## src/pcie_wr_pkg.sv

```systemverilog
/* widths, TLP header and BAR field positions, FSM state and request op enums
   shared by the PCIe memory-write receive path */
package pcie_wr_pkg;

   // bus and lane widths
   localparam int trn_data_w = 64;
   localparam int dw_w       = 32;
   localparam int be_w       = 4;
   localparam int mem_sel_w  = 2;

   // ------------------------------------------------------------
   // header beat 1 fields
   // ------------------------------------------------------------
   localparam int fmt_msb      = 62;
   localparam int fmt_lsb      = 61;
   localparam int type_msb     = 60;
   localparam int type_lsb     = 56;
   localparam int first_be_lsb = 0;
   localparam int last_be_lsb  = 4;

   localparam logic [1:0] fmt_3dw_wr = 2'b10;
   localparam logic [1:0] fmt_4dw_wr = 2'b11;
   localparam logic [4:0] type_mem   = 5'b00000;

   // ------------------------------------------------------------
   // BAR decode
   // ------------------------------------------------------------
   localparam int                   mem_sel_bit     = 12;
   localparam logic [mem_sel_w-1:0] bar2_mem_offset = 2'd2;
   localparam int                   bar0_hit_idx    = 0;
   localparam int                   bar2_hit_idx    = 2;

   typedef enum logic [1:0] {wait_sof, header2, body} rx_state_e;
   typedef enum logic {op_write, op_drop} req_op_e;

endpackage
```

## src/pcie_rx_wr_top.sv

```systemverilog
/* receive-side memory-write handler: input register, packet FSM, lane steering */
module pcie_rx_wr_top #(
   parameter int MEM_ADDR_BITS = 12
) (
   input  logic [pcie_wr_pkg::trn_data_w-1:0] trn_rd,
   input  logic [7:0]                        trn_rrem_n,
   input  logic                              trn_rsof_n,
   input  logic                              trn_reof_n,
   input  logic                              trn_rsrc_rdy_n,
   input  logic                              trn_rerrfwd_n,
   input  logic [6:0]                        trn_rbar_hit_n,
   output logic [pcie_wr_pkg::mem_sel_w-1:0]  wr_mem_select,
   output logic [MEM_ADDR_BITS-1:0]          wr_addr_lo,
   output logic [pcie_wr_pkg::dw_w-1:0]       wr_data_lo,
   output logic [pcie_wr_pkg::be_w-1:0]       wr_mask_lo,
   output logic                              wr_en_lo,
   output logic [MEM_ADDR_BITS-1:0]          wr_addr_hi,
   output logic [pcie_wr_pkg::dw_w-1:0]       wr_data_hi,
   output logic [pcie_wr_pkg::be_w-1:0]       wr_mask_hi,
   output logic                              wr_en_hi,
   output logic                              stat_pcie_rx_wr_cnt_inc,
   input  logic                              pcie_clk,
   input  logic                              rst
);
   import pcie_wr_pkg::*;

   // registered receive beat
   logic [trn_data_w-1:0]    beat_data;
   logic [7:0]               beat_rem_n;
   logic                     beat_sof;
   logic                     beat_eof;
   logic                     beat_valid;
   logic [6:0]               beat_bar_hit_n;

   // doubleword commands
   logic [mem_sel_w-1:0]     cmd_mem_sel;
   logic [MEM_ADDR_BITS-1:0] cmd_addr;
   logic                     cmd_dw0_valid;
   logic [dw_w-1:0]          cmd_dw0_data;
   logic [be_w-1:0]          cmd_dw0_mask;
   logic                     cmd_dw1_valid;
   logic [dw_w-1:0]          cmd_dw1_data;
   logic [be_w-1:0]          cmd_dw1_mask;
   logic                     cmd_new_req;

   rx_in_reg u_rx_in_reg (
      .pcie_clk       (pcie_clk),
      .rst            (rst),
      .trn_rd         (trn_rd),
      .trn_rrem_n     (trn_rrem_n),
      .trn_rsof_n     (trn_rsof_n),
      .trn_reof_n     (trn_reof_n),
      .trn_rsrc_rdy_n (trn_rsrc_rdy_n),
      .trn_rerrfwd_n  (trn_rerrfwd_n),
      .trn_rbar_hit_n (trn_rbar_hit_n),
      .beat_data      (beat_data),
      .beat_rem_n     (beat_rem_n),
      .beat_sof       (beat_sof),
      .beat_eof       (beat_eof),
      .beat_valid     (beat_valid),
      .beat_bar_hit_n (beat_bar_hit_n)
   );

   tlp_wr_fsm #(
      .MEM_ADDR_BITS (MEM_ADDR_BITS)
   ) u_tlp_wr_fsm (
      .pcie_clk       (pcie_clk),
      .rst            (rst),
      .beat_data      (beat_data),
      .beat_rem_n     (beat_rem_n),
      .beat_sof       (beat_sof),
      .beat_eof       (beat_eof),
      .beat_valid     (beat_valid),
      .beat_bar_hit_n (beat_bar_hit_n),
      .cmd_mem_sel    (cmd_mem_sel),
      .cmd_addr       (cmd_addr),
      .cmd_dw0_valid  (cmd_dw0_valid),
      .cmd_dw0_data   (cmd_dw0_data),
      .cmd_dw0_mask   (cmd_dw0_mask),
      .cmd_dw1_valid  (cmd_dw1_valid),
      .cmd_dw1_data   (cmd_dw1_data),
      .cmd_dw1_mask   (cmd_dw1_mask),
      .cmd_new_req    (cmd_new_req)
   );

   wr_lane_steer #(
      .MEM_ADDR_BITS (MEM_ADDR_BITS)
   ) u_wr_lane_steer (
      .pcie_clk                (pcie_clk),
      .rst                     (rst),
      .cmd_mem_sel             (cmd_mem_sel),
      .cmd_addr                (cmd_addr),
      .cmd_dw0_valid           (cmd_dw0_valid),
      .cmd_dw0_data            (cmd_dw0_data),
      .cmd_dw0_mask            (cmd_dw0_mask),
      .cmd_dw1_valid           (cmd_dw1_valid),
      .cmd_dw1_data            (cmd_dw1_data),
      .cmd_dw1_mask            (cmd_dw1_mask),
      .cmd_new_req             (cmd_new_req),
      .wr_mem_select           (wr_mem_select),
      .wr_addr_lo              (wr_addr_lo),
      .wr_data_lo              (wr_data_lo),
      .wr_mask_lo              (wr_mask_lo),
      .wr_en_lo                (wr_en_lo),
      .wr_addr_hi              (wr_addr_hi),
      .wr_data_hi              (wr_data_hi),
      .wr_mask_hi              (wr_mask_hi),
      .wr_en_hi                (wr_en_hi),
      .stat_pcie_rx_wr_cnt_inc (stat_pcie_rx_wr_cnt_inc)
   );

endmodule

```

## src/wr_lane_steer.sv

```systemverilog
/* byte swap and lo/hi lane routing of doubleword commands, registered memory
   write outputs and stat pulse */
module wr_lane_steer #(
   parameter int MEM_ADDR_BITS = 12
) (
   input  logic                             pcie_clk,
   input  logic                             rst,
   input  logic [pcie_wr_pkg::mem_sel_w-1:0] cmd_mem_sel,
   input  logic [MEM_ADDR_BITS-1:0]         cmd_addr,
   input  logic                             cmd_dw0_valid,
   input  logic [pcie_wr_pkg::dw_w-1:0]      cmd_dw0_data,
   input  logic [pcie_wr_pkg::be_w-1:0]      cmd_dw0_mask,
   input  logic                             cmd_dw1_valid,
   input  logic [pcie_wr_pkg::dw_w-1:0]      cmd_dw1_data,
   input  logic [pcie_wr_pkg::be_w-1:0]      cmd_dw1_mask,
   input  logic                             cmd_new_req,
   output logic [pcie_wr_pkg::mem_sel_w-1:0] wr_mem_select,
   output logic [MEM_ADDR_BITS-1:0]         wr_addr_lo,
   output logic [pcie_wr_pkg::dw_w-1:0]      wr_data_lo,
   output logic [pcie_wr_pkg::be_w-1:0]      wr_mask_lo,
   output logic                             wr_en_lo,
   output logic [MEM_ADDR_BITS-1:0]         wr_addr_hi,
   output logic [pcie_wr_pkg::dw_w-1:0]      wr_data_hi,
   output logic [pcie_wr_pkg::be_w-1:0]      wr_mask_hi,
   output logic                             wr_en_hi,
   output logic                             stat_pcie_rx_wr_cnt_inc
);
   import pcie_wr_pkg::*;

   logic [MEM_ADDR_BITS-1:0] dw1_addr;
   logic                     dw0_hi;

   // TLP payload is big endian on the wire
   function automatic logic [dw_w-1:0] byte_swap(input logic [dw_w-1:0] d);
      return {d[7:0], d[15:8], d[23:16], d[31:24]};
   endfunction

   assign dw1_addr = cmd_addr + MEM_ADDR_BITS'(4);
   // dw1 always lands on the other lane
   assign dw0_hi   = cmd_addr[2];

   always_ff @(posedge pcie_clk) begin
      if (rst) begin
         wr_en_lo                <= 1'b0;
         wr_en_hi                <= 1'b0;
         stat_pcie_rx_wr_cnt_inc <= 1'b0;
      end else begin
         wr_en_lo                <= dw0_hi ? cmd_dw1_valid : cmd_dw0_valid;
         wr_en_hi                <= dw0_hi ? cmd_dw0_valid : cmd_dw1_valid;
         stat_pcie_rx_wr_cnt_inc <= cmd_new_req;
      end
   end

   always_ff @(posedge pcie_clk) begin
      wr_mem_select <= cmd_mem_sel;
      if (dw0_hi) begin
         wr_addr_hi <= cmd_addr;
         wr_data_hi <= byte_swap(cmd_dw0_data);
         wr_mask_hi <= cmd_dw0_mask;
         wr_addr_lo <= dw1_addr;
         wr_data_lo <= byte_swap(cmd_dw1_data);
         wr_mask_lo <= cmd_dw1_mask;
      end else begin
         wr_addr_lo <= cmd_addr;
         wr_data_lo <= byte_swap(cmd_dw0_data);
         wr_mask_lo <= cmd_dw0_mask;
         wr_addr_hi <= dw1_addr;
         wr_data_hi <= byte_swap(cmd_dw1_data);
         wr_mask_hi <= cmd_dw1_mask;
      end
   end

   // ------------------------------------------------------------
   // checks on the memory side
   // ------------------------------------------------------------
   a_lane_addr_bit: assert property (@(posedge pcie_clk) disable iff (rst)
      (!wr_en_hi || wr_addr_hi[2]) && (!wr_en_lo || !wr_addr_lo[2]));

   // a paired write covers two adjacent doublewords, never one slot twice
   a_pair_adjacent: assert property (@(posedge pcie_clk) disable iff (rst)
      (wr_en_lo && wr_en_hi) |->
         (wr_addr_hi == wr_addr_lo + MEM_ADDR_BITS'(4)) ||
         (wr_addr_lo == wr_addr_hi + MEM_ADDR_BITS'(4)));

endmodule

```

## src/tlp_wr_fsm.sv

```systemverilog
/* packet FSM for memory-write TLPs: running address, first/last dw tracking
   and per-beat doubleword commands */
module tlp_wr_fsm #(
   parameter int MEM_ADDR_BITS = 12
) (
   input  logic                              pcie_clk,
   input  logic                              rst,
   input  logic [pcie_wr_pkg::trn_data_w-1:0] beat_data,
   input  logic [7:0]                        beat_rem_n,
   input  logic                              beat_sof,
   input  logic                              beat_eof,
   input  logic                              beat_valid,
   input  logic [6:0]                        beat_bar_hit_n,
   output logic [pcie_wr_pkg::mem_sel_w-1:0]  cmd_mem_sel,
   output logic [MEM_ADDR_BITS-1:0]          cmd_addr,
   output logic                              cmd_dw0_valid,
   output logic [pcie_wr_pkg::dw_w-1:0]       cmd_dw0_data,
   output logic [pcie_wr_pkg::be_w-1:0]       cmd_dw0_mask,
   output logic                              cmd_dw1_valid,
   output logic [pcie_wr_pkg::dw_w-1:0]       cmd_dw1_data,
   output logic [pcie_wr_pkg::be_w-1:0]       cmd_dw1_mask,
   output logic                              cmd_new_req
);
   import pcie_wr_pkg::*;

   localparam logic [be_w-1:0] all_bytes = '1;

   rx_state_e                state;
   req_op_e                  op;
   logic                     first_dw;
   logic [trn_data_w-1:0]    head1;
   logic [mem_sel_w-1:0]     mem_sel;
   logic [be_w-1:0]          last_be;
   logic [MEM_ADDR_BITS-1:0] addr;

   req_op_e                  req_op;
   logic                     req_4dw;
   logic [mem_sel_w-1:0]     req_mem_sel;
   logic [MEM_ADDR_BITS-1:0] req_addr;
   logic [be_w-1:0]          req_first_be;
   logic [be_w-1:0]          req_last_be;

   tlp_hdr_decode #(
      .MEM_ADDR_BITS (MEM_ADDR_BITS)
   ) u_hdr_decode (
      .head1          (head1),
      .beat_data      (beat_data),
      .beat_bar_hit_n (beat_bar_hit_n),
      .req_op         (req_op),
      .req_4dw        (req_4dw),
      .req_mem_sel    (req_mem_sel),
      .req_addr       (req_addr),
      .req_first_be   (req_first_be),
      .req_last_be    (req_last_be)
   );

   // ------------------------------------------------------------
   // state and request control
   // ------------------------------------------------------------
   always_ff @(posedge pcie_clk) begin
      if (rst) begin
         state    <= wait_sof;
         op       <= op_drop;
         first_dw <= 1'b0;
      end else if (beat_valid) begin
         case (state)
            wait_sof: begin
               if (beat_sof) begin
                  state <= header2;
               end
            end
            header2: begin
               op       <= req_op;
               // 4dw data starts in the first body beat
               first_dw <= req_4dw;
               state    <= beat_eof ? wait_sof : body;
            end
            body: begin
               first_dw <= 1'b0;
               if (beat_eof) begin
                  state <= wait_sof;
               end
            end
            default: state <= wait_sof;
         endcase
      end
   end

   // header and address bookkeeping
   always_ff @(posedge pcie_clk) begin
      if (beat_valid) begin
         if (state == wait_sof && beat_sof) begin
            head1 <= beat_data;
         end
         if (state == header2) begin
            mem_sel <= req_mem_sel;
            last_be <= req_last_be;
            addr    <= req_4dw ? req_addr : req_addr + MEM_ADDR_BITS'(4);
         end
         if (state == body) begin
            addr <= addr + MEM_ADDR_BITS'(8);
         end
      end
   end

   // ------------------------------------------------------------
   // per-beat commands
   // ------------------------------------------------------------
   always_comb begin
      cmd_mem_sel   = mem_sel;
      cmd_addr      = addr;
      cmd_dw0_valid = 1'b0;
      cmd_dw0_data  = beat_data[trn_data_w-1:dw_w];
      cmd_dw0_mask  = all_bytes;
      cmd_dw1_valid = 1'b0;
      cmd_dw1_data  = beat_data[dw_w-1:0];
      cmd_dw1_mask  = all_bytes;
      cmd_new_req   = 1'b0;
      if (beat_valid && state == header2 && req_op == op_write) begin
         cmd_new_req = 1'b1;
         cmd_mem_sel = req_mem_sel;
         cmd_addr    = req_addr;
         // 3dw carries the first data dw next to the address
         if (!req_4dw) begin
            cmd_dw0_valid = 1'b1;
            cmd_dw0_data  = beat_data[dw_w-1:0];
            cmd_dw0_mask  = req_first_be;
         end
      end else if (beat_valid && state == body && op == op_write) begin
         cmd_dw0_valid = 1'b1;
         cmd_dw1_valid = !beat_eof || (beat_rem_n[3:0] == 4'h0);
         if (first_dw) begin
            cmd_dw0_mask = req_first_be;
         end else if (beat_eof && !cmd_dw1_valid) begin
            cmd_dw0_mask = last_be;
         end
         if (beat_eof) begin
            cmd_dw1_mask = last_be;
         end
      end
   end

   a_state_legal: assert property (@(posedge pcie_clk) disable iff (rst)
      state inside {wait_sof, header2, body});

endmodule

```

## src/tlp_hdr_decode.sv

```systemverilog
/* combinational decode of the two header beats of a memory write:
   request class, memory select, start address and byte enables */
module tlp_hdr_decode #(
   parameter int MEM_ADDR_BITS = 12
) (
   input  logic [pcie_wr_pkg::trn_data_w-1:0] head1,
   input  logic [pcie_wr_pkg::trn_data_w-1:0] beat_data,
   input  logic [6:0]                        beat_bar_hit_n,
   output pcie_wr_pkg::req_op_e              req_op,
   output logic                              req_4dw,
   output logic [pcie_wr_pkg::mem_sel_w-1:0]  req_mem_sel,
   output logic [MEM_ADDR_BITS-1:0]          req_addr,
   output logic [pcie_wr_pkg::be_w-1:0]       req_first_be,
   output logic [pcie_wr_pkg::be_w-1:0]       req_last_be
);
   import pcie_wr_pkg::*;

   logic [fmt_msb-fmt_lsb:0]   fmt;
   logic [type_msb-type_lsb:0] tlp_type;
   logic                       is_3dw;
   logic                       is_4dw;
   logic                       bar0_hit;
   logic                       bar2_hit;
   logic [dw_w-1:0]            addr_dw;

   assign fmt      = head1[fmt_msb:fmt_lsb];
   assign tlp_type = head1[type_msb:type_lsb];

   assign is_3dw  = (fmt == fmt_3dw_wr) && (tlp_type == type_mem);
   assign is_4dw  = (fmt == fmt_4dw_wr) && (tlp_type == type_mem);
   assign req_4dw = is_4dw;

   // 3dw: address sits in the upper half, 4dw: low address dw in the lower half
   assign addr_dw  = is_4dw ? beat_data[dw_w-1:0] : beat_data[trn_data_w-1:dw_w];
   assign req_addr = addr_dw[MEM_ADDR_BITS-1:0];

   assign bar0_hit = ~beat_bar_hit_n[bar0_hit_idx];
   assign bar2_hit = ~beat_bar_hit_n[bar2_hit_idx];

   // bar0 wins if both hit
   always_comb begin
      req_mem_sel = {{(mem_sel_w-1){1'b0}}, addr_dw[mem_sel_bit]};
      if (!bar0_hit && bar2_hit) begin
         req_mem_sel = req_mem_sel + bar2_mem_offset;
      end
   end

   always_comb begin
      if ((is_3dw || is_4dw) && (bar0_hit || bar2_hit)) begin
         req_op = op_write;
      end else begin
         req_op = op_drop;
      end
   end

   assign req_first_be = head1[first_be_lsb +: be_w];
   assign req_last_be  = head1[last_be_lsb +: be_w];

endmodule

```

## src/rx_in_reg.sv

```systemverilog
/* input register stage for the transaction receive bus */
module rx_in_reg (
   input  logic                              pcie_clk,
   input  logic                              rst,
   input  logic [pcie_wr_pkg::trn_data_w-1:0] trn_rd,
   input  logic [7:0]                        trn_rrem_n,
   input  logic                              trn_rsof_n,
   input  logic                              trn_reof_n,
   input  logic                              trn_rsrc_rdy_n,
   input  logic                              trn_rerrfwd_n,
   input  logic [6:0]                        trn_rbar_hit_n,
   output logic [pcie_wr_pkg::trn_data_w-1:0] beat_data,
   output logic [7:0]                        beat_rem_n,
   output logic                              beat_sof,
   output logic                              beat_eof,
   output logic                              beat_valid,
   output logic [6:0]                        beat_bar_hit_n
);

   // beat is usable only when the source is ready and nothing was poisoned
   always_ff @(posedge pcie_clk) begin
      if (rst) begin
         beat_valid <= 1'b0;
      end else begin
         beat_valid <= ~trn_rsrc_rdy_n & trn_rerrfwd_n;
      end
   end

   // payload and framing, qualified later by beat_valid
   always_ff @(posedge pcie_clk) begin
      beat_data      <= trn_rd;
      beat_rem_n     <= trn_rrem_n;
      beat_sof       <= ~trn_rsof_n;
      beat_eof       <= ~trn_reof_n;
      beat_bar_hit_n <= trn_rbar_hit_n;
   end

endmodule

```

## config.mk

```make
export PLATFORM = sky130hd
export DESIGN_NAME = pcie_rx_wr_top
export DESIGN_NICKNAME = d
export VERILOG_FILES = /design/src/pcie_wr_pkg.sv /design/src/pcie_rx_wr_top.sv /design/src/wr_lane_steer.sv /design/src/tlp_wr_fsm.sv /design/src/tlp_hdr_decode.sv /design/src/rx_in_reg.sv
export SDC_FILE = /design/constraint.sdc
export NUM_CORES = 1
export LEC_CHECK = 0
export ABC_AREA = 0
export BUFFER_PORTS_ARGS = -buffer_cell sky130_fd_sc_hd__buf_2
export CAP_MARGIN = 20
export CORE_UTILIZATION = 54
export CTS_BUF_LIST = sky130_fd_sc_hd__clkbuf_4 sky130_fd_sc_hd__clkbuf_8
export DETAILED_ROUTE_END_ITERATION = 10
export PLACE_DENSITY_LB_ADDON = 0.15
export SLEW_MARGIN = 20
export SYNTH_ARGS = -nofsm -noshare
export SYNTH_HDL_FRONTEND = slang
export SYNTH_SLANG_ARGS = --single-unit
```

## constraint.sdc

```tcl
create_clock -name pcie_clk -period 3.3 [get_ports pcie_clk]
set_clock_uncertainty 0.1 [all_clocks]
set_input_delay 0.825 -clock pcie_clk [delete_from_list [all_inputs] [get_ports pcie_clk]]
set_output_delay 0.825 -clock pcie_clk [all_outputs]
set_load 0.01 [all_outputs]
```

# Word-level counts from Yosys, hierarchy flattened
# Cells that the tools add are included.
[classes]
n_mul = 0
n_reduce_logical = 23
bitwise = 7
n_mux = 37
n_addsub = 4
n_shift = 0
n_lt_le_gt_ge = 0
div_mod_pow = 0
n_eq_ne = 6
[op_table]
columns = ["cell", "n"]
rows = [
  ["32-bit two-way mux", 4],
  ["12-bit two-way mux", 6],
  ["4-bit two-way mux", 10],
  ["12-bit by 3-bit adder with 12-bit output (second input constant)", 2],
  ["13-bit two-way mux", 1],
  ["12-bit by 4-bit adder with 12-bit output (second input constant)", 1],
  ["1-bit logical AND", 10],
  ["2-bit two-way mux", 5],
  ["1-bit two-way mux", 9],
  ["2-bit equality test (second input constant)", 3],
  ["1-bit NOT", 6],
  ["2-bit one-hot mux with 3 select lines", 1],
  ["2-bit AND reduction", 3],
  ["5-bit logical NOT", 1],
  ["4-bit logical NOT", 1],
  ["2-bit inequality test (second input constant)", 2],
  ["1-bit logical OR", 3],
  ["3-bit AND reduction", 1],
  ["1-bit by 2-bit adder with 2-bit output (second input constant)", 1],
  ["2-bit by 1-bit equality test with 1-bit output (second input constant)", 1],
  ["1-bit logical NOT", 2],
  ["2-bit logical NOT", 1],
  ["1-bit one-hot mux with 2 select lines", 1],
  ["2-bit nonzero test", 1],
  ["1-bit AND", 1],
]
[totals]
mem_count = 0
latch_bits = 0
ramBits = 0
romBits = 0
inputBits = 85
register_bits = 260

# Longest topological paths before layout
# Gate-level depths: netlist of run 1.
[logic_depth]
depth_word = 9
ltp_mapped = 15

# Modules after synthesis
# Synthesis of run 1 repeated with hierarchy kept, for this count alone.
[hier_totals]
cells_unflattened = 640
hier_area_um2 = 9245.1
[modules_own_cells]
columns = ["module", "n_inst", "area_each_um2", "cells_each"]
rows = [
  ["tlp_wr_fsm", 1, 4103.9, 299],
  ["wr_lane_steer", 1, 3164.3, 227],
  ["rx_in_reg", 1, 1661.6, 85],
  ["tlp_hdr_decode", 1, 315.3, 29],
]

# Least setup slack after synthesis of run 1
# Ideal clock, no wire load.
[synth_timing]
kind = "reg-to-reg"
start = "register u_tlp_wr_fsm.state[1]"
end = "register u_wr_lane_steer.wr_addr_hi[10]"
period_less_slack_ns = 2.955
n_path_buf = 3
required_ns = 3.068
path_slack_ns = 0.345
arrival_time_ns = 2.723
path_stages_with_launch = 16
cell_sequence = "dfxtp_1 inv_1 ha_1 and2_4 nand4_1 buf_4 clkbuf_1 clkbuf_1 nand2_1 o21ai_0 ha_1 inv_1 a211o_1 mux2i_1 nand3_1 xor2_1"
[synth_via]
elab_chain_len = 6
[synth_lines]
columns = ["item", "line_no", "text"]
rows = [
  ["from (decl)", "tlp_wr_fsm.sv:28", "rx_state_e state;"],
  ["from (signal assigned)", "tlp_wr_fsm.sv:62", "state <= wait_sof;"],
  ["from (signal assigned)", "tlp_wr_fsm.sv:69", "state <= header2;"],
  ["from (signal assigned)", "tlp_wr_fsm.sv:76", "state <= beat_eof ? wait_sof : body;"],
  ["2-bit by 1-bit equality test with 1-bit output *", "tlp_wr_fsm.sv:119", "if (beat_valid && state == header2 && req_op == op_write) begin"],
  ["1-bit logical AND * (2 in series)", "tlp_wr_fsm.sv:119", ""],
  ["12-bit two-way mux *", "tlp_wr_fsm.sv:119", ""],
  ["12-bit by 3-bit adder with 12-bit output", "wr_lane_steer.sv:38", "assign dw1_addr = cmd_addr + MEM_ADDR_BITS'(4);"],
  ["12-bit two-way mux *", "wr_lane_steer.sv:56", "if (dw0_hi) begin"],
  ["to (signal assigned)", "wr_lane_steer.sv:57", "wr_addr_hi <= cmd_addr;"],
  ["to (signal assigned)", "wr_lane_steer.sv:67", "wr_addr_hi <= dw1_addr;"],
  ["to (decl)", "wr_lane_steer.sv:22", "output logic [MEM_ADDR_BITS-1:0] wr_addr_hi,"],
]
# Mark *: on every way between the ends. The rest lies on a longest branch, timed or not.
# A chain may end at the register's enable or synchronous reset.

# Worst setup path after layout of run 1
[layout_timing]
start = "register u_tlp_wr_fsm.state[1]"
end = "register u_wr_lane_steer.wr_addr_lo[10]"
[layout_via]
elab_chain_len = 6
[layout_lines]
columns = ["item", "line_no", "text"]
rows = [
  ["2-bit by 1-bit equality test with 1-bit output *", "tlp_wr_fsm.sv:119", ""],
  ["1-bit logical AND * (2 in series)", "tlp_wr_fsm.sv:119", ""],
  ["12-bit two-way mux *", "tlp_wr_fsm.sv:119", ""],
  ["12-bit by 3-bit adder with 12-bit output", "wr_lane_steer.sv:38", ""],
  ["12-bit two-way mux *", "wr_lane_steer.sv:56", ""],
  ["to (signal assigned)", "wr_lane_steer.sv:60", "wr_addr_lo <= dw1_addr;"],
  ["to (signal assigned)", "wr_lane_steer.sv:64", "wr_addr_lo <= cmd_addr;"],
  ["to (decl)", "wr_lane_steer.sv:18", "output logic [MEM_ADDR_BITS-1:0] wr_addr_lo,"],
]
# Marks and branches as above.

==> results.toml, run 1 <==
[power]
swShare = 0.208
switching_power_mw = 1.05
p_seq_frac = 0.541
intPower_mw = 4.02
vdd_drop_max_mv = 0.491
p_comb_frac = 0.041
p_leak_nw = 3.84
clockPowerShare = 0.417
p_per_area_mw_per_mm2 = 584

[grt]
first_global_vias = 4564
grt-ovfl-total = 0
grt_first_pass_wirelength_um = 21700
antenna_found_initial = 0
grt_util_all_layers = 0.209
grt_max_degree = 25

[cells_and_area]
diodes = 0
regArea_mm2 = 0.00451
finalNetCount = 826
syn2layout_area_growth_pct = 24.2
fillCellCount = 954
drive_gt1_frac = 0.427
multiInputGateArea_mm2 = 0.00229

[synth]
syn-cell-area_mm2 = 0.00700
synth_area_leader_cell = "dfxtp_1"
ys_top_cells_by_count = "dfxtp_1 (176), mux2_2 (70), nand2_1 (35), edfxtp_1 (33), nor2_1 (27)"
synthCells = 538
synth_top_flop_cell = "dfxtp_1"
synth_area_leaders = "dfxtp_1 (50%), edfxtp_1 (14%), mux2_2 (11%), mux2i_1 (3.0%), xor2_1 (2.4%)"
yosysUniqueCellTypes = 48
synth-seq-area-share = 0.645
syn_area_per_cell_um2 = 13.0
synth_edf_count = 33
ys_ff_latch = 209
synth_nets = 630
yosysMostFrequentCell = "dfxtp_1"
synth_warnings = 0
synthDominantCellAreaShare = 0.503
async_flop_share = 0

[placed_design]
io_buffers = 176
pre_cts_ws_ns = 0.486
gp_congestion = 0.767
hpwl_um = 9870

[clock_network]
clock_sinks = 209
cts_hold_buf = 0
cts_buffers = 31
clockBufferDepth = 3
clockRootBuffer = "clkbuf_8"
cts_tree = "built"
post-cts-setup-buffers = 0
clkTransAtPathRegs_ns = 0.06
clock_latency_ns = 0.55
cts-resized-gates = 0
htreeDepth = 1

[setup_path]
crit_start = "u_tlp_wr_fsm.state[1]"
critPathMaxFanout = 12
crit_type = "reg -> reg"
r2r-start = "u_tlp_wr_fsm.state[1]"
worst_setup_path_start_kind = "register"
critPathCaptureType = "register"
crit_required_ns = 3.62
worstPathArrival_ns = 3.14

[floorplan]
rows = 41
core_area_mm2 = 0.0126
die_x_um = 116
dieArea_mm2 = 0.0134
ios = 186
start_util = 0.555
fp.dieH_um = 116

[sta]
fmax_mhz = 354
period_needed_ns = 2.82
worstMarginPinSlew_ns = 0.706
final-setup-viol-count = 0
period_share = 0.855
tns_ns = 0
worst_slack_ns = 0.478
timing.slew.headroom = 0.529
rsz0062_at_grt = "no"
hold_viol = 0
drv_slew = 0

[run_status]
status = "finished, final reports clean"

[routing]
drc_errors = 0
drtAntennaViolNets = 0
dr.pass1.iters = 4
routed_via_density = 4.95
dr_total_vias = 4596
drt_iter0_markers = 243
avgRoutedWirePerCell_um = 15.0
routed_wl_um = 14000

[worst_hold_path]
min-delay-start = "trn_rd[59]"
hold_class = "in -> reg"

[flow_run]
cap_violations = 0
## final cells by class
cell class | instances | area share
Clock inverter | 2 | 0.00187
Inverter | 12 | 0.00518
Clock buffer | 54 | 0.0740
Timing Repair Buffer | 186 | 0.111
Tap cell | 172 | 0.0248
Sequential cell | 209 | 0.519
Multi-Input combinational cell | 294 | 0.263
## critical path: stages, from the launching register on
cell	delay (ns)
dfxtp_1	0.33
inv_1	0.08
ha_1	0.16
and2_4	0.25
nand4_1	0.22
o21ai_0	0.38
ha_1	0.27
inv_1	0.11
a211o_1	0.23
mux2i_1	0.26
nand3_1	0.15
xor2_1	0.16
## flip-flops by register name, indices dropped and copies added, names as in the netlist
signal / cells
u_rx_in_reg.beat_valid: 1
u_wr_lane_steer.wr_addr_lo: 10
u_tlp_wr_fsm.head1: 15
u_rx_in_reg.beat_bar_hit_n: 2
u_wr_lane_steer.wr_mem_select: 2
u_tlp_wr_fsm.op: 1
u_rx_in_reg.beat_rem_n: 4
u_tlp_wr_fsm.addr: 12
u_wr_lane_steer.wr_en_hi: 1
u_tlp_wr_fsm.state: 2
u_tlp_wr_fsm.last_be: 4
u_rx_in_reg.beat_data: 64
u_wr_lane_steer.wr_mask_lo: 4
u_rx_in_reg.beat_sof: 1
u_wr_lane_steer.wr_data_lo: 32
u_wr_lane_steer.wr_en_lo: 1
u_wr_lane_steer.wr_data_hi: 32
u_wr_lane_steer.wr_mask_hi: 4
u_wr_lane_steer.wr_addr_hi: 12
u_tlp_wr_fsm.mem_sel: 2
u_tlp_wr_fsm.first_dw: 1
u_rx_in_reg.beat_eof: 1
u_wr_lane_steer.stat_pcie_rx_wr_cnt_inc: 1
## kinds of logic after synthesis
logic type	Yosys count	share of synthesized area
AO/OA/AOI/OAI	54	0.0515
XOR/XNOR	26	0.0325
adder cells (fa/ha/maj)	7	0.0125
buffers and inverters	35	0.0300
flip-flops	209	0.645
multiplexers	96	0.152
other	2	0.00107
AND/OR/NAND/NOR	109	0.0753
## stage by stage
stage               cell area, um^2  power (mW)  utilization  instances  hold slack (ns)
global placement               8030        3.00        0.637        873            0.305
finish                         8690        5.07        0.689        929            0.270
floorplan                      7000        2.89            -        538            0.300
global route                   8690        5.27        0.689        929            0.233
detailed placement             8030        3.01        0.637        873            0.310
CTS                            8690        5.13        0.689        929            0.237
## metal layers
metal	global-route usage	vias up	wire, um
met5	0	-	0
li1	-	2264	-
met4	0.0684	0	141
met1	0.245	2153	5640
met2	0.356	164	6930
met3	0.0769	15	1250
## path summary, 6_finish.rpt
path / slack (ns) / depth (start not counted) / to
hold / removal: 0.27 / 1 / u_rx_in_reg.beat_data[59]
hold reg to reg: 0.32 / 0 / u_tlp_wr_fsm.last_be[1]
setup reg to reg: 0.48 / 11 / u_wr_lane_steer.wr_addr_lo[10]
setup / recovery: 0.48 / 11 / u_wr_lane_steer.wr_addr_lo[10]
## placed cells by master, fill, tap and decap left out, types with 2 or more instances in the layout
cell	Yosys	final
buf_2	3	176
dfxtp_1	176	176
mux2_2	70	70
clkbuf_8	0	38
nand2_1	35	35
edfxtp_1	33	33
nor2_1	27	27
o21ai_0	22	22
mux2i_1	21	21
xor2_1	19	19
nand3_1	18	18
clkbuf_4	0	16
inv_1	11	11
a21oi_1	10	10
buf_4	8	9
o32a_1	8	8
nor3_1	7	7
xnor2_1	7	7
ha_1	7	7
nand4_1	3	3
nand3b_1	3	3
and3_1	3	3
a211oi_1	3	3
nor2b_1	3	3
mux2_4	2	2
mux2_1	2	2
and2_1	2	2
o21a_1	2	2
conb_1	2	2
## power groups by stage
stage / registers (mW) / clock network, mW / logic, mW
2_1_floorplan: 2.81 / 0 / 0.0828
3_3_place_gp: 2.79 / 0 / 0.205
3_5_place_dp: 2.80 / 0 / 0.211
4_1_cts: 2.75 / 2.17 / 0.213
5_1_grt: 2.76 / 2.29 / 0.231
6_report: 2.75 / 2.12 / 0.210
(Power assumes the default switching activity.)
==> run 2, diff against run 1 <==
PLACE_DENSITY = 0.82   (was unset)
PLACE_DENSITY_LB_ADDON = unset   (was 0.15)
==> run 2 against run 1 <==
- non-clock buffer count unchanged
- die area stayed put
- flip-flop and latch count did not move
- hold slack improved by 0.013 ns
- routed wire length rose by 4.5%
- cell area up 0.14%
- largest cell class unchanged
==> results.toml, run 2 (synthesis gave the netlist of run 1 again) <==
[clock_network]
cts-resized-gates = 0
clkTransAtPathRegs_ns = 0.06
clockRootBuffer = "clkbuf_8"
clock_latency_ns = 0.54
cts_tree = "built"
cts_buffers = 30
cts_hold_buf = 0
clock_sinks = 209
post-cts-setup-buffers = 0
htreeDepth = 1
clockBufferDepth = 3

[cells_and_area]
multiInputGateArea_mm2 = 0.00229
final_area_mm2 = 0.00870
diodes = 0
reg_top3 = "u_rx_in_reg.beat_data x64, u_wr_lane_steer.wr_data_hi x32, u_wr_lane_steer.wr_data_lo x32"
mostFrequentLayoutCells = "buf_2 (176), dfxtp_1 (176), mux2_2 (70), clkbuf_8 (40), nand2_1 (35)"
regArea_mm2 = 0.00451
utilization = 0.690
syn2layout_area_growth_pct = 24.4
finalNetCount = 825
drive_gt1_frac = 0.426
largest_reg_flops = 64
fillCellCount = 923
largest_register = "u_rx_in_reg.beat_data"

[setup_path]
crit_type = "reg -> reg"
worstPathArrival_ns = 3.16
worst_setup_path_start_kind = "register"
critPathCaptureType = "register"
rrSetupSlack_ns = 0.44
critPathMaxFanout = 23
crit_required_ns = 3.60

[floorplan]
die_x_um = 116
ios = 186
core_area_mm2 = 0.0126
fp.dieH_um = 116
rows = 41
dieArea_mm2 = 0.0134
start_util = 0.555

[sta]
hold_viol = 0
tns_ns = 0
final-setup-viol-count = 0
fmax_mhz = 349
worstMarginPinSlew_ns = 0.743
rsz0062_at_grt = "no"
period_share = 0.867
timing.slew.headroom = 0.505
worst_slack_ns = 0.438
period_needed_ns = 2.86
drv_slew = 0

[power]
p_leak_nw = 3.85
vdd_drop_max_mv = 0.621
finalPower_mw = 5.09
p_per_area_mw_per_mm2 = 585

[routing]
drc_errors = 0
routed_wl_um = 14600
dr.pass1.iters = 4
dr_total_vias = 4623
drt_iter0_markers = 157
routed_via_density = 4.98
drtAntennaViolNets = 0
avgRoutedWirePerCell_um = 15.7

[placed_design]
io_buffers = 176
pre_cts_ws_ns = 0.452
hpwl_um = 10300
placed_cell_area_mm2 = 0.00803
gp_congestion = 0.840

[grt]
antenna_found_initial = 0
grt_max_degree = 33
first_global_vias = 4836
grt-ovfl-total = 0
grt_first_pass_wirelength_um = 22800
grt_util_all_layers = 0.219

[worst_hold_path]
hold_class = "in -> reg"

[flow_run]
cap_violations = 0

[run_status]
status = "finished, final reports clean"
run 2: final cells by class:
type                            instances  share of cell area
Clock buffer                           54              0.0753
Inverter                               12             0.00517
Multi-Input combinational cell        294               0.263
Tap cell                              172              0.0247
Timing Repair Buffer                  186               0.111
Clock inverter                          1             0.00187
Sequential cell                       209               0.519
run 2: worst paths after layout:
check | start | to | cells after the start
min reg2reg | u_tlp_wr_fsm.head1[7] | u_tlp_wr_fsm.last_be[3] | 0
max reg2reg | u_tlp_wr_fsm.state[1] | u_wr_lane_steer.wr_addr_hi[10] | 13
max | u_tlp_wr_fsm.state[1] | u_wr_lane_steer.wr_addr_hi[10] | 13
min | trn_rd[49] | u_rx_in_reg.beat_data[49] | 1
run 2: layer usage:
layer | vias to the layer above | global-route usage | routed length, um
met2 | 161 | 0.394 | 7400
met3 | 22 | 0.0664 | 1160
met5 | - | 0 | 0
met4 | 0 | 0.0778 | 284
li1 | 2261 | - | -
met1 | 2179 | 0.245 | 5750
run 2: where the power goes:
part | internal (mW) | total, mW | switching [mW]
logic | 0.116 | 0.214 | 0.0979
registers | 2.69 | 2.75 | 0.0607
clock network | 1.24 | 2.13 | 0.888
run 2: worst max-delay path, cell delays in order (launching register included):
cell and delay, ns:
dfxtp_1 0.36, inv_1 0.07, ha_1 0.19, and2_4 0.22
nand4_1 0.16, buf_4 0.29, nand2_1 0.07, o21ai_0 0.14
ha_1 0.25, inv_1 0.10, a211o_1 0.23, mux2i_1 0.25
nand3_1 0.13, xor2_1 0.15
run 2: stage by stage:
stage	hold slack (ns)	std cells
6_report	0.283	928
5_1_grt	0.238	928
4_1_cts	0.254	928
3_5_place_dp	0.305	873
3_3_place_gp	0.303	873
2_1_floorplan	0.300	538
==> run 3, diff against run 2 <==
clock period = 2.8 ns   (was 3.3 ns; I/O delays follow)
==> run 3 against run 2 <==
- first-iteration DRC count shrank 1.9%
- largest power group unchanged
- clock power is 39% higher
- largest cell class unchanged
- flip-flop and latch count is the same
- worst setup slack worse by 0.29 ns
- sequential power is 18% higher
- count of clock-buffer cells in the layout shrank 1
- sequential share of layout area shrank 1.0 points
- critical endpoint is now u_wr_lane_steer.wr_addr_lo[10]
==> results.toml, run 3 (synthesis gave the netlist of run 1 again) <==
[run_status]
status = "finished, final reports clean"

[routing]
drc_errors = 0
routed_via_density = 4.96
dr_total_vias = 4656
drt_iter0_markers = 154
avgRoutedWirePerCell_um = 15.3
dr.pass1.iters = 4
routed_wl_um = 14300
drtAntennaViolNets = 0

[clock_network]
cts_buffers = 35
htreeDepth = 2
clock_latency_ns = 0.52
clockBufferDepth = 3
clockRootBuffer = "clkbuf_8"
clkTransAtPathRegs_ns = 0.06
clock_sinks = 209
cts_tree = "built"
cts_hold_buf = 0

[sta]
hold_viol = 0
timing.slew.headroom = 0.524
worstMarginPinSlew_ns = 0.714
period_needed_ns = 2.65
drv_slew = 0
fmax_mhz = 377
rsz0062_at_grt = "no"
tns_ns = 0
final-setup-viol-count = 0
period_share = 0.948

[setup_path]
r2r-start = "u_tlp_wr_fsm.state[1]"
critPathMaxFanout = 5
critPathCaptureType = "register"
r2r_cells = 13
crit_required_ns = 3.07
worst_setup_path_start_kind = "register"
worstPathArrival_ns = 2.93
crit_type = "reg -> reg"
r2r-end = "u_wr_lane_steer.wr_addr_lo[10]"
rrSetupSlack_ns = 0.15

[worst_hold_path]
min-delay-start = "trn_rrem_n[3]"
min_path_cells = 1
min_to = "u_rx_in_reg.beat_rem_n[3]"
hold_class = "in -> reg"

[placed_design]
hpwl_um = 10300
placed_cell_area_mm2 = 0.00807
gp_congestion = 0.873
io_buffers = 176

[power]
p_leak_nw = 3.93
p_per_area_mw_per_mm2 = 727
finalPower_mw = 6.45
vdd_drop_max_mv = 0.605

[cells_and_area]
reg_top3 = "u_rx_in_reg.beat_data x64, u_wr_lane_steer.wr_data_hi x32, u_wr_lane_steer.wr_data_lo x32"
diodes = 0
final_area_mm2 = 0.00888
syn2layout_area_growth_pct = 26.8
finalNetCount = 833
largest_register = "u_rx_in_reg.beat_data"
utilization = 0.703
drive_gt1_frac = 0.435
largest_reg_flops = 64
mostFrequentLayoutCells = "buf_2 (176), dfxtp_1 (176), mux2_2 (70), clkbuf_8 (43), nand2_1 (35)"

[grt]
grt_first_pass_wirelength_um = 22300
grt_util_all_layers = 0.219
antenna_found_initial = 0
first_global_vias = 4715
grt-ovfl-total = 0
grt_max_degree = 37

[flow_run]
cap_violations = 0

[floorplan]
fp.dieH_um = 116
core_area_mm2 = 0.0126
rows = 41
ios = 186
die_x_um = 116
start_util = 0.555
dieArea_mm2 = 0.0134
## run 3: where the power goes
part,switching (mW),internal [mW]
Sequential,0.0678,3.17
Clock,1.15,1.81
Combinational,0.115,0.138
## run 3: layout make-up
type                    instances  area (um^2)
repair buffers                189         1010
multi-input cells             294         2290
clock buffers                  53          667
fillers                       908         3740
well taps                     172          215
clock inverters                 9          134
inverters                      12         45.0
flip-flops and latches        209         4510
## run 3: metrics by stage
stage / worst slack, ns / cells / hold WS [ns]
6_report: 0.145 / 938 / 0.180
5_1_grt: 0.00658 / 938 / 0.160
4_1_cts: 0.0204 / 938 / 0.155
3_5_place_dp: 0.0480 / 876 / 0.307
3_3_place_gp: 0.195 / 876 / 0.302
2_1_floorplan: 0.00102 / 538 / 0.300
## run 3: how the worst max path moves through the flow
stage | start | end | slack [ns]
6_report | u_tlp_wr_fsm.state[1] | u_wr_lane_steer.wr_addr_lo[10] | 0.15
3_3_place_gp | u_tlp_wr_fsm.head1[59] | u_wr_lane_steer.wr_addr_hi[10] | 0.19
5_1_grt | u_tlp_wr_fsm.state[1] | u_wr_lane_steer.wr_addr_lo[10] | 0.007
4_1_cts | u_tlp_wr_fsm.head1[59] | u_wr_lane_steer.wr_addr_lo[10] | 0.02
2_1_floorplan | u_tlp_wr_fsm.head1[59] | u_wr_lane_steer.wr_addr_hi[10] | 0.001
3_5_place_dp | u_tlp_wr_fsm.head1[59] | u_wr_lane_steer.wr_addr_lo[10] | 0.05
## run 3: what timing repair did
item                       in CTS  in global routing
setup endpoints to repair       0                  4
buffers inserted                0                  0
gates resized for setup         0                  3
## run 3: routing by layer
metal,up-vias,wire length (um),global-route usage
met3,30,969,0.0586
li1,2284,-,-
met5,-,0,0
met2,170,7130,0.370
met4,0,421,0.130
met1,2172,5810,0.251
## run 3: worst max-delay path, stage by stage, from the launching register on
cell and delay [ns]:
dfxtp_1 0.35, inv_1 0.07, ha_1 0.21, and2_4 0.19
nand4_1 0.11, buf_4 0.13, nand2_1 0.05, o21ai_1 0.16
ha_1 0.26, inv_1 0.11, a211o_1 0.25, mux2i_2 0.23
nand3_1 0.13, xor2_1 0.15
